`config.mk`:
```
export PLATFORM = sky130hd
export DESIGN_NAME = core_top
export DESIGN_NICKNAME = d
export VERILOG_FILES = /design/src/source/rv_pkg.sv /design/src/source/core_top.sv /design/src/source/decoder.sv /design/src/source/execute_unit.sv /design/src/source/fetch_unit.sv /design/src/source/hazard_unit.sv /design/src/source/reg_file.sv
export SDC_FILE = /design/constraint.sdc
export NUM_CORES = 2
export LEC_CHECK = 0
export BUFFER_PORTS_ARGS = -buffer_cell sky130_fd_sc_hd__buf_2
export CAP_MARGIN = 10
export CORE_AREA = 4 4 410 412
export CTS_CLUSTER_SIZE = 8
export DETAILED_ROUTE_END_ITERATION = 7
export DIE_AREA = 0 0 414 416
export GPL_TIMING_DRIVEN = 0
export PLACE_DENSITY = 0.66
export SLEW_MARGIN = 20
export SYNTH_ARGS = -nofsm -noshare
export SYNTH_HDL_FRONTEND = slang
export SYNTH_SLANG_ARGS = --single-unit
```
`constraint.sdc`:
```
create_clock -name clk -period 10.49 [get_ports clk]
set_input_delay 0.5245 -clock clk [delete_from_list [all_inputs] [get_ports clk]]
set_output_delay 0.5245 -clock clk [all_outputs]
set_load 0.01 [all_outputs]
```
`src/source/rv_pkg.sv`:
```
package rv_pkg;

    localparam int XLEN    = 32;
    localparam int NREG    = 32;
    localparam int RADDR_W = $clog2(NREG);

    // Sequential fetch step
    localparam logic [XLEN-1:0] PC_STEP = 32'd4;

    // Major opcodes of the supported subset
    typedef enum logic [6:0] {
        OP     = 7'b0110011,
        OP_IMM = 7'b0010011,
        LUI    = 7'b0110111,
        LOAD   = 7'b0000011,
        STORE  = 7'b0100011,
        BRANCH = 7'b1100011,
        JAL    = 7'b1101111
    } opcode_e;

    typedef enum logic [2:0] {
        ALU_ADD    = 3'd0,
        ALU_SUB    = 3'd1,
        ALU_AND    = 3'd2,
        ALU_OR     = 3'd3,
        ALU_XOR    = 3'd4,
        ALU_SLT    = 3'd5,
        ALU_PASS_B = 3'd6
    } alu_op_e;

    // Source of an EX operand
    typedef enum logic [1:0] {
        FWD_REG = 2'd0,
        FWD_MEM = 2'd1,
        FWD_WB  = 2'd2
    } fwd_sel_e;

    typedef struct packed {
        alu_op_e alu_op;
        logic    use_imm;
        logic    reg_write;
        logic    mem_read;
        logic    mem_write;
        logic    is_branch;
        logic    branch_ne;
        logic    is_jal;
    } ctrl_t;

    typedef struct packed {
        logic [XLEN-1:0]    pc;
        logic [XLEN-1:0]    rs1_val;
        logic [XLEN-1:0]    rs2_val;
        logic [XLEN-1:0]    imm;
        logic [RADDR_W-1:0] rs1;
        logic [RADDR_W-1:0] rs2;
        logic [RADDR_W-1:0] rd;
        ctrl_t              ctrl;
        logic               valid;
    } id_ex_t;

    typedef struct packed {
        logic [XLEN-1:0]    alu_result;
        logic [XLEN-1:0]    store_data;
        logic [RADDR_W-1:0] rd;
        ctrl_t              ctrl;
        logic               valid;
    } ex_mem_t;

    typedef struct packed {
        logic [XLEN-1:0]    wb_value;
        logic [RADDR_W-1:0] rd;
        logic               reg_write;
        logic               valid;
    } mem_wb_t;

endpackage

```
`src/source/core_top.sv`:
```
`timescale 1ns/1ns

module core_top (
    input  logic                    clk,
    input  logic                    i_rst_n,
    // Instruction bus
    output logic [rv_pkg::XLEN-1:0] o_iad,
    input  logic [rv_pkg::XLEN-1:0] i_idt,
    input  logic                    i_acki_n,
    // Data bus
    output logic [rv_pkg::XLEN-1:0] o_dad,
    output logic [rv_pkg::XLEN-1:0] o_dwdata,
    input  logic [rv_pkg::XLEN-1:0] i_drdata,
    output logic                    o_mreq,
    output logic                    o_write,
    input  logic                    i_ackd_n
);

    logic                       stall;
    logic                       flush;
    logic                       freeze;
    rv_pkg::fwd_sel_e           fwd_a;
    rv_pkg::fwd_sel_e           fwd_b;

    logic [rv_pkg::XLEN-1:0]    if_pc;
    logic [rv_pkg::XLEN-1:0]    if_instr;
    logic                       if_valid;

    logic [rv_pkg::RADDR_W-1:0] id_rs1;
    logic [rv_pkg::RADDR_W-1:0] id_rs2;
    logic [rv_pkg::RADDR_W-1:0] id_rd;
    logic [rv_pkg::XLEN-1:0]    id_imm;
    rv_pkg::ctrl_t              id_ctrl;
    logic [rv_pkg::XLEN-1:0]    rf_rdata1;
    logic [rv_pkg::XLEN-1:0]    rf_rdata2;

    logic [rv_pkg::XLEN-1:0]    ex_result;
    logic [rv_pkg::XLEN-1:0]    ex_store_data;
    logic                       ex_redirect;
    logic [rv_pkg::XLEN-1:0]    ex_target;

    rv_pkg::id_ex_t             id_ex_d;
    rv_pkg::id_ex_t             id_ex_q;
    rv_pkg::ex_mem_t            ex_mem_d;
    rv_pkg::ex_mem_t            ex_mem_q;
    rv_pkg::mem_wb_t            mem_wb_d;
    rv_pkg::mem_wb_t            mem_wb_q;

    logic                       mem_access;
    logic                       mem_done_q;
    logic [rv_pkg::XLEN-1:0]    load_data_q;
    logic [rv_pkg::XLEN-1:0]    load_data;
    logic                       wb_write;

    fetch_unit u_fetch (
        .clk        (clk),
        .i_rst_n    (i_rst_n),
        .i_stall    (stall),
        .i_freeze   (freeze),
        .i_flush    (flush),
        .i_redirect (ex_redirect),
        .i_target   (ex_target),
        .i_instr    (i_idt),
        .o_pc       (o_iad),
        .o_if_pc    (if_pc),
        .o_if_instr (if_instr),
        .o_if_valid (if_valid)
    );

    decoder u_decoder (
        .i_instr (if_instr),
        .i_valid (if_valid),
        .o_rs1   (id_rs1),
        .o_rs2   (id_rs2),
        .o_rd    (id_rd),
        .o_imm   (id_imm),
        .o_ctrl  (id_ctrl)
    );

    reg_file u_reg_file (
        .clk      (clk),
        .i_rst_n  (i_rst_n),
        .i_we     (wb_write),
        .i_waddr  (mem_wb_q.rd),
        .i_wdata  (mem_wb_q.wb_value),
        .i_raddr1 (id_rs1),
        .i_raddr2 (id_rs2),
        .o_rdata1 (rf_rdata1),
        .o_rdata2 (rf_rdata2)
    );

    hazard_unit u_hazard (
        .i_id_rs1        (id_rs1),
        .i_id_rs2        (id_rs2),
        .i_ex_rd         (id_ex_q.rd),
        .i_ex_mem_read   (id_ex_q.ctrl.mem_read),
        .i_ex_valid      (id_ex_q.valid),
        .i_mem_rd        (ex_mem_q.rd),
        .i_mem_reg_write (ex_mem_q.ctrl.reg_write),
        .i_mem_is_mem    (mem_access),
        .i_mem_valid     (ex_mem_q.valid),
        .i_wb_rd         (mem_wb_q.rd),
        .i_wb_reg_write  (wb_write),
        .i_ex_rs1        (id_ex_q.rs1),
        .i_ex_rs2        (id_ex_q.rs2),
        .i_redirect      (ex_redirect),
        .i_acki_n        (i_acki_n),
        .i_ackd_n        (i_ackd_n),
        .o_fwd_a         (fwd_a),
        .o_fwd_b         (fwd_b),
        .o_stall         (stall),
        .o_flush         (flush),
        .o_freeze        (freeze)
    );

    execute_unit u_execute (
        .i_id_ex      (id_ex_q),
        .i_fwd_a      (fwd_a),
        .i_fwd_b      (fwd_b),
        .i_mem_fwd    (ex_mem_q.alu_result),
        .i_wb_fwd     (mem_wb_q.wb_value),
        .o_result     (ex_result),
        .o_store_data (ex_store_data),
        .o_redirect   (ex_redirect),
        .o_target     (ex_target)
    );

    always_comb begin
        id_ex_d.pc      = if_pc;
        id_ex_d.rs1_val = rf_rdata1;
        id_ex_d.rs2_val = rf_rdata2;
        id_ex_d.imm     = id_imm;
        id_ex_d.rs1     = id_rs1;
        id_ex_d.rs2     = id_rs2;
        id_ex_d.rd      = id_rd;
        id_ex_d.ctrl    = id_ctrl;
        // Bubble on load-use stall, killed on taken branch
        id_ex_d.valid   = if_valid && !stall && !flush;

        ex_mem_d.alu_result = ex_result;
        ex_mem_d.store_data = ex_store_data;
        ex_mem_d.rd         = id_ex_q.rd;
        ex_mem_d.ctrl       = id_ex_q.ctrl;
        ex_mem_d.valid      = id_ex_q.valid;

        mem_wb_d.wb_value  = ex_mem_q.ctrl.mem_read ? load_data : ex_mem_q.alu_result;
        mem_wb_d.rd        = ex_mem_q.rd;
        mem_wb_d.reg_write = ex_mem_q.ctrl.reg_write;
        mem_wb_d.valid     = ex_mem_q.valid;
    end

    always_ff @(posedge clk or negedge i_rst_n) begin
        if (!i_rst_n) begin
            id_ex_q  <= '0;
            ex_mem_q <= '0;
            mem_wb_q <= '0;
        end else if (!freeze) begin
            id_ex_q  <= id_ex_d;
            ex_mem_q <= ex_mem_d;
            mem_wb_q <= mem_wb_d;
        end
    end

    // Data access finished while the fetch side still holds the pipe
    always_ff @(posedge clk or negedge i_rst_n) begin
        if (!i_rst_n) begin
            mem_done_q <= 1'b0;
        end else if (!freeze) begin
            mem_done_q <= 1'b0;
        end else if (mem_access && !i_ackd_n) begin
            mem_done_q <= 1'b1;
        end
    end

    always_ff @(posedge clk) begin
        if (mem_access && !i_ackd_n) begin
            load_data_q <= i_drdata;
        end
    end

    assign mem_access = ex_mem_q.valid && !mem_done_q &&
                        (ex_mem_q.ctrl.mem_read || ex_mem_q.ctrl.mem_write);
    assign load_data  = mem_done_q ? load_data_q : i_drdata;

    assign o_mreq   = mem_access;
    assign o_write  = mem_access && ex_mem_q.ctrl.mem_write;
    assign o_dad    = ex_mem_q.alu_result;
    assign o_dwdata = ex_mem_q.store_data;

    assign wb_write = mem_wb_q.valid && mem_wb_q.reg_write;

endmodule

```
`src/source/decoder.sv`:
```
`timescale 1ns/1ns

module decoder (
    input  logic [rv_pkg::XLEN-1:0]    i_instr,
    input  logic                       i_valid,
    output logic [rv_pkg::RADDR_W-1:0] o_rs1,
    output logic [rv_pkg::RADDR_W-1:0] o_rs2,
    output logic [rv_pkg::RADDR_W-1:0] o_rd,
    output logic [rv_pkg::XLEN-1:0]    o_imm,
    output rv_pkg::ctrl_t              o_ctrl
);

    logic [2:0]              funct3;
    logic [6:0]              funct7;
    logic [rv_pkg::XLEN-1:0] imm_i;
    logic [rv_pkg::XLEN-1:0] imm_s;
    logic [rv_pkg::XLEN-1:0] imm_b;
    logic [rv_pkg::XLEN-1:0] imm_u;
    logic [rv_pkg::XLEN-1:0] imm_j;

    assign funct3 = i_instr[14:12];
    assign funct7 = i_instr[31:25];
    assign o_rs1  = i_instr[19:15];
    assign o_rs2  = i_instr[24:20];
    assign o_rd   = i_instr[11:7];

    // Immediate formats
    assign imm_i = {{20{i_instr[31]}}, i_instr[31:20]};
    assign imm_s = {{20{i_instr[31]}}, i_instr[31:25], i_instr[11:7]};
    assign imm_b = {{20{i_instr[31]}}, i_instr[7], i_instr[30:25], i_instr[11:8], 1'b0};
    assign imm_u = {i_instr[31:12], 12'b0};
    assign imm_j = {{12{i_instr[31]}}, i_instr[19:12], i_instr[20], i_instr[30:21], 1'b0};

    always_comb begin
        o_ctrl = '0;
        o_imm  = imm_i;
        case (i_instr[6:0])
            rv_pkg::OP: begin
                o_ctrl.reg_write = 1'b1;
                case ({funct7, funct3})
                    {7'h00, 3'b000}: o_ctrl.alu_op = rv_pkg::ALU_ADD;
                    {7'h20, 3'b000}: o_ctrl.alu_op = rv_pkg::ALU_SUB;
                    {7'h00, 3'b111}: o_ctrl.alu_op = rv_pkg::ALU_AND;
                    {7'h00, 3'b110}: o_ctrl.alu_op = rv_pkg::ALU_OR;
                    {7'h00, 3'b100}: o_ctrl.alu_op = rv_pkg::ALU_XOR;
                    {7'h00, 3'b010}: o_ctrl.alu_op = rv_pkg::ALU_SLT;
                    default:         o_ctrl.reg_write = 1'b0;
                endcase
            end
            rv_pkg::OP_IMM: begin
                o_ctrl.use_imm   = 1'b1;
                o_ctrl.reg_write = 1'b1;
                case (funct3)
                    3'b000:  o_ctrl.alu_op = rv_pkg::ALU_ADD;
                    3'b111:  o_ctrl.alu_op = rv_pkg::ALU_AND;
                    3'b110:  o_ctrl.alu_op = rv_pkg::ALU_OR;
                    3'b100:  o_ctrl.alu_op = rv_pkg::ALU_XOR;
                    default: o_ctrl.reg_write = 1'b0;
                endcase
            end
            rv_pkg::LUI: begin
                o_ctrl.alu_op    = rv_pkg::ALU_PASS_B;
                o_ctrl.use_imm   = 1'b1;
                o_ctrl.reg_write = 1'b1;
                o_imm            = imm_u;
            end
            rv_pkg::LOAD: begin
                // Word access only
                o_ctrl.use_imm   = 1'b1;
                o_ctrl.mem_read  = (funct3 == 3'b010);
                o_ctrl.reg_write = (funct3 == 3'b010);
            end
            rv_pkg::STORE: begin
                o_ctrl.use_imm   = 1'b1;
                o_ctrl.mem_write = (funct3 == 3'b010);
                o_imm            = imm_s;
            end
            rv_pkg::BRANCH: begin
                // BEQ and BNE only
                o_ctrl.is_branch = (funct3[2:1] == 2'b00);
                o_ctrl.branch_ne = funct3[0];
                o_imm            = imm_b;
            end
            rv_pkg::JAL: begin
                o_ctrl.is_jal    = 1'b1;
                o_ctrl.reg_write = 1'b1;
                o_imm            = imm_j;
            end
            default: begin
                o_ctrl = '0;
            end
        endcase
        if (!i_valid) begin
            o_ctrl = '0;
        end
    end

endmodule

```
`src/source/execute_unit.sv`:
```
`timescale 1ns/1ns

module execute_unit (
    input  rv_pkg::id_ex_t          i_id_ex,
    input  rv_pkg::fwd_sel_e        i_fwd_a,
    input  rv_pkg::fwd_sel_e        i_fwd_b,
    input  logic [rv_pkg::XLEN-1:0] i_mem_fwd,
    input  logic [rv_pkg::XLEN-1:0] i_wb_fwd,
    output logic [rv_pkg::XLEN-1:0] o_result,
    output logic [rv_pkg::XLEN-1:0] o_store_data,
    output logic                    o_redirect,
    output logic [rv_pkg::XLEN-1:0] o_target
);

    logic [rv_pkg::XLEN-1:0] op_a;
    logic [rv_pkg::XLEN-1:0] rs2_val;
    logic [rv_pkg::XLEN-1:0] op_b;
    logic [rv_pkg::XLEN-1:0] alu_out;
    logic                    taken;

    function automatic logic [rv_pkg::XLEN-1:0] fwd_pick(
        input rv_pkg::fwd_sel_e        sel,
        input logic [rv_pkg::XLEN-1:0] reg_val,
        input logic [rv_pkg::XLEN-1:0] mem_val,
        input logic [rv_pkg::XLEN-1:0] wb_val
    );
        case (sel)
            rv_pkg::FWD_MEM: fwd_pick = mem_val;
            rv_pkg::FWD_WB:  fwd_pick = wb_val;
            default:         fwd_pick = reg_val;
        endcase
    endfunction

    assign op_a    = fwd_pick(i_fwd_a, i_id_ex.rs1_val, i_mem_fwd, i_wb_fwd);
    assign rs2_val = fwd_pick(i_fwd_b, i_id_ex.rs2_val, i_mem_fwd, i_wb_fwd);
    assign op_b    = i_id_ex.ctrl.use_imm ? i_id_ex.imm : rs2_val;

    always_comb begin
        case (i_id_ex.ctrl.alu_op)
            rv_pkg::ALU_SUB:    alu_out = op_a - op_b;
            rv_pkg::ALU_AND:    alu_out = op_a & op_b;
            rv_pkg::ALU_OR:     alu_out = op_a | op_b;
            rv_pkg::ALU_XOR:    alu_out = op_a ^ op_b;
            rv_pkg::ALU_SLT:    alu_out = {{(rv_pkg::XLEN-1){1'b0}}, $signed(op_a) < $signed(op_b)};
            rv_pkg::ALU_PASS_B: alu_out = op_b;
            default:            alu_out = op_a + op_b;
        endcase
    end

    // JAL writes its link address
    assign o_result     = i_id_ex.ctrl.is_jal ? i_id_ex.pc + rv_pkg::PC_STEP : alu_out;
    assign o_store_data = rs2_val;

    assign taken      = (op_a == rs2_val) != i_id_ex.ctrl.branch_ne;
    assign o_redirect = i_id_ex.valid &&
                        (i_id_ex.ctrl.is_jal || (i_id_ex.ctrl.is_branch && taken));
    assign o_target   = i_id_ex.pc + i_id_ex.imm;

endmodule

```
`src/source/fetch_unit.sv`:
```
`timescale 1ns/1ns

module fetch_unit (
    input  logic                    clk,
    input  logic                    i_rst_n,
    input  logic                    i_stall,
    input  logic                    i_freeze,
    input  logic                    i_flush,
    input  logic                    i_redirect,
    input  logic [rv_pkg::XLEN-1:0] i_target,
    input  logic [rv_pkg::XLEN-1:0] i_instr,
    output logic [rv_pkg::XLEN-1:0] o_pc,
    output logic [rv_pkg::XLEN-1:0] o_if_pc,
    output logic [rv_pkg::XLEN-1:0] o_if_instr,
    output logic                    o_if_valid
);

    logic [rv_pkg::XLEN-1:0] pc_q;

    assign o_pc = pc_q;

    always_ff @(posedge clk or negedge i_rst_n) begin
        if (!i_rst_n) begin
            pc_q       <= '0;
            o_if_valid <= 1'b0;
        end else if (!i_freeze) begin
            // Redirect wins over the load-use hold
            if (i_redirect) begin
                pc_q <= i_target;
            end else if (!i_stall) begin
                pc_q <= pc_q + rv_pkg::PC_STEP;
            end
            if (i_flush) begin
                o_if_valid <= 1'b0;
            end else if (!i_stall) begin
                o_if_valid <= 1'b1;
            end
        end
    end

    // IF/ID payload
    always_ff @(posedge clk) begin
        if (!i_freeze && !i_stall) begin
            o_if_pc    <= pc_q;
            o_if_instr <= i_instr;
        end
    end

endmodule

```
`src/source/hazard_unit.sv`:
```
`timescale 1ns/1ns

module hazard_unit (
    input  logic [rv_pkg::RADDR_W-1:0] i_id_rs1,
    input  logic [rv_pkg::RADDR_W-1:0] i_id_rs2,
    input  logic [rv_pkg::RADDR_W-1:0] i_ex_rd,
    input  logic                       i_ex_mem_read,
    input  logic                       i_ex_valid,
    input  logic [rv_pkg::RADDR_W-1:0] i_mem_rd,
    input  logic                       i_mem_reg_write,
    input  logic                       i_mem_is_mem,
    input  logic                       i_mem_valid,
    input  logic [rv_pkg::RADDR_W-1:0] i_wb_rd,
    input  logic                       i_wb_reg_write,
    input  logic [rv_pkg::RADDR_W-1:0] i_ex_rs1,
    input  logic [rv_pkg::RADDR_W-1:0] i_ex_rs2,
    input  logic                       i_redirect,
    input  logic                       i_acki_n,
    input  logic                       i_ackd_n,
    output rv_pkg::fwd_sel_e           o_fwd_a,
    output rv_pkg::fwd_sel_e           o_fwd_b,
    output logic                       o_stall,
    output logic                       o_flush,
    output logic                       o_freeze
);

    logic mem_fwd_en;

    // Youngest producer first, never x0
    function automatic rv_pkg::fwd_sel_e fwd_src(
        input logic [rv_pkg::RADDR_W-1:0] rs,
        input logic                       mem_en,
        input logic [rv_pkg::RADDR_W-1:0] mem_rd,
        input logic                       wb_en,
        input logic [rv_pkg::RADDR_W-1:0] wb_rd
    );
        if (rs != '0 && mem_en && mem_rd == rs) begin
            fwd_src = rv_pkg::FWD_MEM;
        end else if (rs != '0 && wb_en && wb_rd == rs) begin
            fwd_src = rv_pkg::FWD_WB;
        end else begin
            fwd_src = rv_pkg::FWD_REG;
        end
    endfunction

    assign mem_fwd_en = i_mem_valid && i_mem_reg_write;

    assign o_fwd_a = fwd_src(i_ex_rs1, mem_fwd_en, i_mem_rd, i_wb_reg_write, i_wb_rd);
    assign o_fwd_b = fwd_src(i_ex_rs2, mem_fwd_en, i_mem_rd, i_wb_reg_write, i_wb_rd);

    // Load result is only ready from WB, so hold the consumer one slot
    assign o_stall = i_ex_valid && i_ex_mem_read && i_ex_rd != '0 &&
                     (i_ex_rd == i_id_rs1 || i_ex_rd == i_id_rs2);

    assign o_flush  = i_redirect;
    assign o_freeze = i_acki_n || (i_mem_is_mem && i_ackd_n);

endmodule

```
`src/source/reg_file.sv`:
```
`timescale 1ns/1ns

module reg_file (
    input  logic                       clk,
    input  logic                       i_rst_n,
    input  logic                       i_we,
    input  logic [rv_pkg::RADDR_W-1:0] i_waddr,
    input  logic [rv_pkg::XLEN-1:0]    i_wdata,
    input  logic [rv_pkg::RADDR_W-1:0] i_raddr1,
    input  logic [rv_pkg::RADDR_W-1:0] i_raddr2,
    output logic [rv_pkg::XLEN-1:0]    o_rdata1,
    output logic [rv_pkg::XLEN-1:0]    o_rdata2
);

    logic [rv_pkg::XLEN-1:0] regs [rv_pkg::NREG];

    always_ff @(posedge clk or negedge i_rst_n) begin
        if (!i_rst_n) begin
            for (int i = 0; i < rv_pkg::NREG; i++) begin
                regs[i] <= '0;
            end
        end else if (i_we && i_waddr != '0) begin
            regs[i_waddr] <= i_wdata;
        end
    end

    // x0 reads zero, a same-cycle write passes straight through
    assign o_rdata1 = (i_raddr1 == '0) ? '0 :
                      (i_we && i_waddr == i_raddr1) ? i_wdata : regs[i_raddr1];
    assign o_rdata2 = (i_raddr2 == '0) ? '0 :
                      (i_we && i_waddr == i_raddr2) ? i_wdata : regs[i_raddr2];

endmodule

```
==> out/metrics.csv <==
stage,metric,value,unit
global_routing,grt_use_total,0.365,
sta,rsz0062_at_grt,false,
synth,cell_taking_the_most_area_after_synthesis,sky130_fd_sc_hd__dfrtp_1,
final_layout,finalCoreUtilization,0.560,
global_routing,grt_start_max_net_pins,141,
power,power_per_cell_area,157,nW/µm²
drt,final_antenna_violating_net_count,0,
floorplan,core_area,164000,µm²
final_layout,largest_register_ffs,1024,
final_layout,finish.instance_area,92100,µm²
sta,timing.final.hold_violations,0,
final_layout,nNetsFinal,7204,
synth,ys_warn_count,0,
cts,ctsHtreeMaxLevel,4,
floorplan,die-height,416,µm
cts,worst_skew_pair.late_latency,0.84,ns
cts,post-cts-setup-buffer-count,0,
sta,fmax,119,MHz
synth,post_synth_main_area_contributors,"sky130_fd_sc_hd__dfrtp_1 (40%), sky130_fd_sc_hd__mux4_2 (18%), sky130_fd_sc_hd__mux2_2 (14%)",
cts,cts_sinks,1420,
outcome,outcome,"finished, final reports clean",
power,irDropWorstVdd,0.176,mV
floorplan,placementRows,149,
power,power.switching,4.32,mW
synth,postSynthRegisterBits,1420,
drt,first_pass_iteration_count_of_the_detailed_router,7,
power,power.switching_fraction,0.299,
placed_design,portBuffers,165,
cts,path_clk_slew,0.06,ns
sta,maxSlewHeadroom,0.146,
hold_path,worst_hold_path_type,input port to register,
cts,cts_tree,done,
placed_design,hpwlAfterDp,239,mm
sta,min_period,8.44,ns
power,leakagePower,41.7,nW
cts,ctsRootBufferMaster,sky130_fd_sc_hd__clkbuf_16,
setup_path,rrSetupSlack,2.05,ns
synth,synthMostInstantiatedCell,sky130_fd_sc_hd__dfrtp_1,
synth,post_synth_num_cell_types,114,
setup_path,critPathKind,register to register,
global_routing,via_count_of_the_first_global_routing_pass,62500,
floorplan,dieWidth,414,µm
power,clock_power_share,0.404,
final_layout,fillCellCount,13700,
final_layout,layout-drive-gt1-share,0.322,
sta,report.final.slew_viol_count,0,
setup_path,cp-end-kind,register,
cts,cts_buffers,197,
global_routing,grt_remaining_overflow,0,
synth,postSynthCellCount,6567,
sta,worst_clock_skew,0.0631,ns
global_routing,antenna_found_initial,5,
final_layout,multiInputGateArea,42500,µm²
sta,worst-slew-pin-transition,1.27,ns
setup_path,crit_end,o_dad[18],
floorplan,start_util,0.498,
final_layout,syn2layout_area_growth,12.5,%
power,p_int,10.1,mW
power,power.share.combinational,0.169,
global_routing,grt_pass1_wl,453,mm
setup_path,critical_path_launch_point_type,register,
setup_path,crit_start,id_ex_q[17],
synth,synth.yosys.seq_area_share,0.440,
drt,vias,62200,
final_layout,registers_with_the_highest_flip_flop_counts,"u_reg_file.regs (1024), id_ex_q (138), mem_wb_q (39)",
drt,post-route-drc-count,0,
placed_design,gp_congestion,1.10,
sta,totalNegativeSetupSlack,0,ns
drt,viasPerCell,6.72,
floorplan,boundaryPins,166,
setup_path,critical_path_peak_fanout,10,
placed_design,dp_worst_setup_slack,2.37,ns
setup_path,worst_ep_arrival_time,9.07,ns
drt,drt_iter0_markers,7709,
cts,clk_path_buf_depth,3,
sta,final-setup-viol-count,0,
drt,detail_routed_net_length_per_standard_cell,34.2,µm
power,seqPwrFrac,0.427,
cts,cts-resized-gates,0,
synth,netlist.area_leader.share,0.405,
synth,ys_dominant_reg_cell,sky130_fd_sc_hd__dfrtp_1,
sta,layout_setup_ws,2.05,ns
sta,tightest_hold_margin,0.0631,ns
cts,cts_hold_buf,63,
floorplan,die_area,172000,µm²
synth,synthArstFlopShare,0.932,
drt,wl,317,mm
setup_path,worst_endpoint_required_time,11.12,ns
synth,synth-edff-count,96,
run,drv.max_cap_violation_count,0,
synth,syn_nets,6753,
synth,synthesis.area_per_instance,12.5,µm²
placed_design,standard_cell_area_after_detailed_placement,86000,µm²
setup_path,timing.rr.end,o_dad[18],
synth,netlist_area,81800,µm²
synth,leading_cell_types_by_count_after_synthesis,"sky130_fd_sc_hd__dfrtp_1 (1,324), sky130_fd_sc_hd__mux2_2 (994), sky130_fd_sc_hd__nand2_1 (707)",
final_layout,regMostFlops,u_reg_file.regs,
setup_path,reg2regPathDepth,25,
sta,post-route-period-util,0.804,
final_layout,sequential_cell_area_in_the_final_layout,36000,µm²
setup_path,reg2reg_from,id_ex_q[17],
## how the worst min path moves through the flow
stage / cells after the start / endpoint / startpoint / slack [ns]
6_report: 1 / u_fetch.o_if_instr[15] / i_idt[15] / 0.06
5_1_grt: 1 / u_fetch.o_if_instr[16] / i_idt[16] / 0.02
4_1_cts: 1 / u_fetch.o_if_instr[16] / i_idt[16] / 0.03
3_5_place_dp: 2 / id_ex_q[147] / u_fetch.o_if_pc[25] / 0.43
3_3_place_gp: 2 / id_ex_q[122] / u_fetch.o_if_pc[0] / 0.43
2_1_floorplan: 0 / ex_mem_d[0] / i_rst_n / 0.23
## cells in the final DEF, fill, tap and decap left out, types with 21 or more instances in the layout
cell and count:
sky130_fd_sc_hd__a21o_1 36, sky130_fd_sc_hd__a21oi_1 199, sky130_fd_sc_hd__a221o_1 43, sky130_fd_sc_hd__a221oi_1 41, sky130_fd_sc_hd__a31oi_1 33, sky130_fd_sc_hd__and2_1 21
sky130_fd_sc_hd__and3_1 34, sky130_fd_sc_hd__buf_1 69, sky130_fd_sc_hd__buf_2 215, sky130_fd_sc_hd__buf_4 74, sky130_fd_sc_hd__clkbuf_1 476, sky130_fd_sc_hd__clkbuf_16 197
sky130_fd_sc_hd__clkbuf_2 40, sky130_fd_sc_hd__dfrtp_1 1324, sky130_fd_sc_hd__dlygate4sd3_1 63, sky130_fd_sc_hd__edfxtp_1 96, sky130_fd_sc_hd__ha_1 117, sky130_fd_sc_hd__inv_1 116
sky130_fd_sc_hd__mux2_2 994, sky130_fd_sc_hd__mux2i_1 168, sky130_fd_sc_hd__mux4_2 640, sky130_fd_sc_hd__nand2_1 707, sky130_fd_sc_hd__nand2b_1 23, sky130_fd_sc_hd__nand3_1 62
sky130_fd_sc_hd__nand4_1 29, sky130_fd_sc_hd__nor2_1 222, sky130_fd_sc_hd__nor3_1 50, sky130_fd_sc_hd__o21a_1 48, sky130_fd_sc_hd__o21ai_0 334, sky130_fd_sc_hd__o221ai_1 44
sky130_fd_sc_hd__o22ai_1 25, sky130_fd_sc_hd__xnor2_1 103, sky130_fd_sc_hd__xor2_1 50
## power by group through the flow
stage	logic [mW]	registers, mW	clock network [mW]
global placement	2.29	6.22	0
CTS	2.38	6.14	5.88
floorplan	1.48	6.08	0
finish	2.44	6.16	5.84
global route	2.58	6.18	6.12
detailed placement	2.35	6.23	0
## layout make-up
| cell class | count | share of cell area |
|---|---|---|
| multi-input combinational | 4344 | 0.461 |
| sequential | 1420 | 0.391 |
| clock buffer | 228 | 0.0550 |
| buffer | 686 | 0.0329 |
| tap | 2189 | 0.0297 |
| timing repair buffer | 252 | 0.0215 |
| inverter | 117 | 0.00477 |
| clock inverter | 15 | 0.00346 |
| antenna | 4 | 0.000109 |
## kinds of logic (layout without fill, tap and decap cells)
kind of cell / after synthesis / after routing / share of synthesized area
AOI/OAI and AO/OA: 1011 / 1011 / 0.0822
xor gates and xnor gates: 153 / 153 / 0.0164
muxes: 1812 / 1812 / 0.335
adders and majority gates: 119 / 119 / 0.0183
and+or+nand+nor: 1249 / 1249 / 0.0669
buffers and inverters: 803 / 1298 / 0.0413
other: 0 / 4 / 0
DFF: 1420 / 1420 / 0.440
## critical path, cell delays in order (launching register included)
cell and delay (ns):
sky130_fd_sc_hd__dfrtp_1 0.43, sky130_fd_sc_hd__or4_4 0.61, sky130_fd_sc_hd__o211ai_4 0.34, sky130_fd_sc_hd__or2_1 0.15, sky130_fd_sc_hd__clkbuf_1 0.28, sky130_fd_sc_hd__buf_2 0.31, sky130_fd_sc_hd__buf_2 0.29, sky130_fd_sc_hd__buf_2 0.31
sky130_fd_sc_hd__buf_1 0.35, sky130_fd_sc_hd__nor2_1 0.07, sky130_fd_sc_hd__a21oi_1 0.68, sky130_fd_sc_hd__mux2i_1 0.41, sky130_fd_sc_hd__ha_1 0.39, sky130_fd_sc_hd__clkbuf_1 0.37, sky130_fd_sc_hd__inv_1 0.13, sky130_fd_sc_hd__o41ai_1 0.67
sky130_fd_sc_hd__a31o_2 0.25, sky130_fd_sc_hd__a31oi_1 0.09, sky130_fd_sc_hd__a221oi_2 0.41, sky130_fd_sc_hd__nor2_1 0.17, sky130_fd_sc_hd__o21ai_0 0.41, sky130_fd_sc_hd__nand2_1 0.12, sky130_fd_sc_hd__a31oi_1 0.24, sky130_fd_sc_hd__xor2_1 0.22
sky130_fd_sc_hd__a21oi_1 0.09, sky130_fd_sc_hd__o21ai_0 0.45
## metrics by stage
| stage | power [mW] | std cells |
|---|---|---|
| 5_1_grt | 14.9 | 9251 |
| 3_5_place_dp | 8.57 | 8939 |
| 3_3_place_gp | 8.51 | 8921 |
| 4_1_cts | 14.4 | 9245 |
| 6_report | 14.4 | 9255 |
| 2_1_floorplan | 7.56 | 6567 |
## metal layers
layer,vias to the layer above,share of wire,global-route usage
li1,25300,-,-
met1,32100,0.36,0.446
met2,3729,0.45,0.556
met3,1061,0.099,0.103
met4,6,0.092,0.267
met5,-,0.00011,0
No activity file was read; power rests on OpenSTA's default activity.
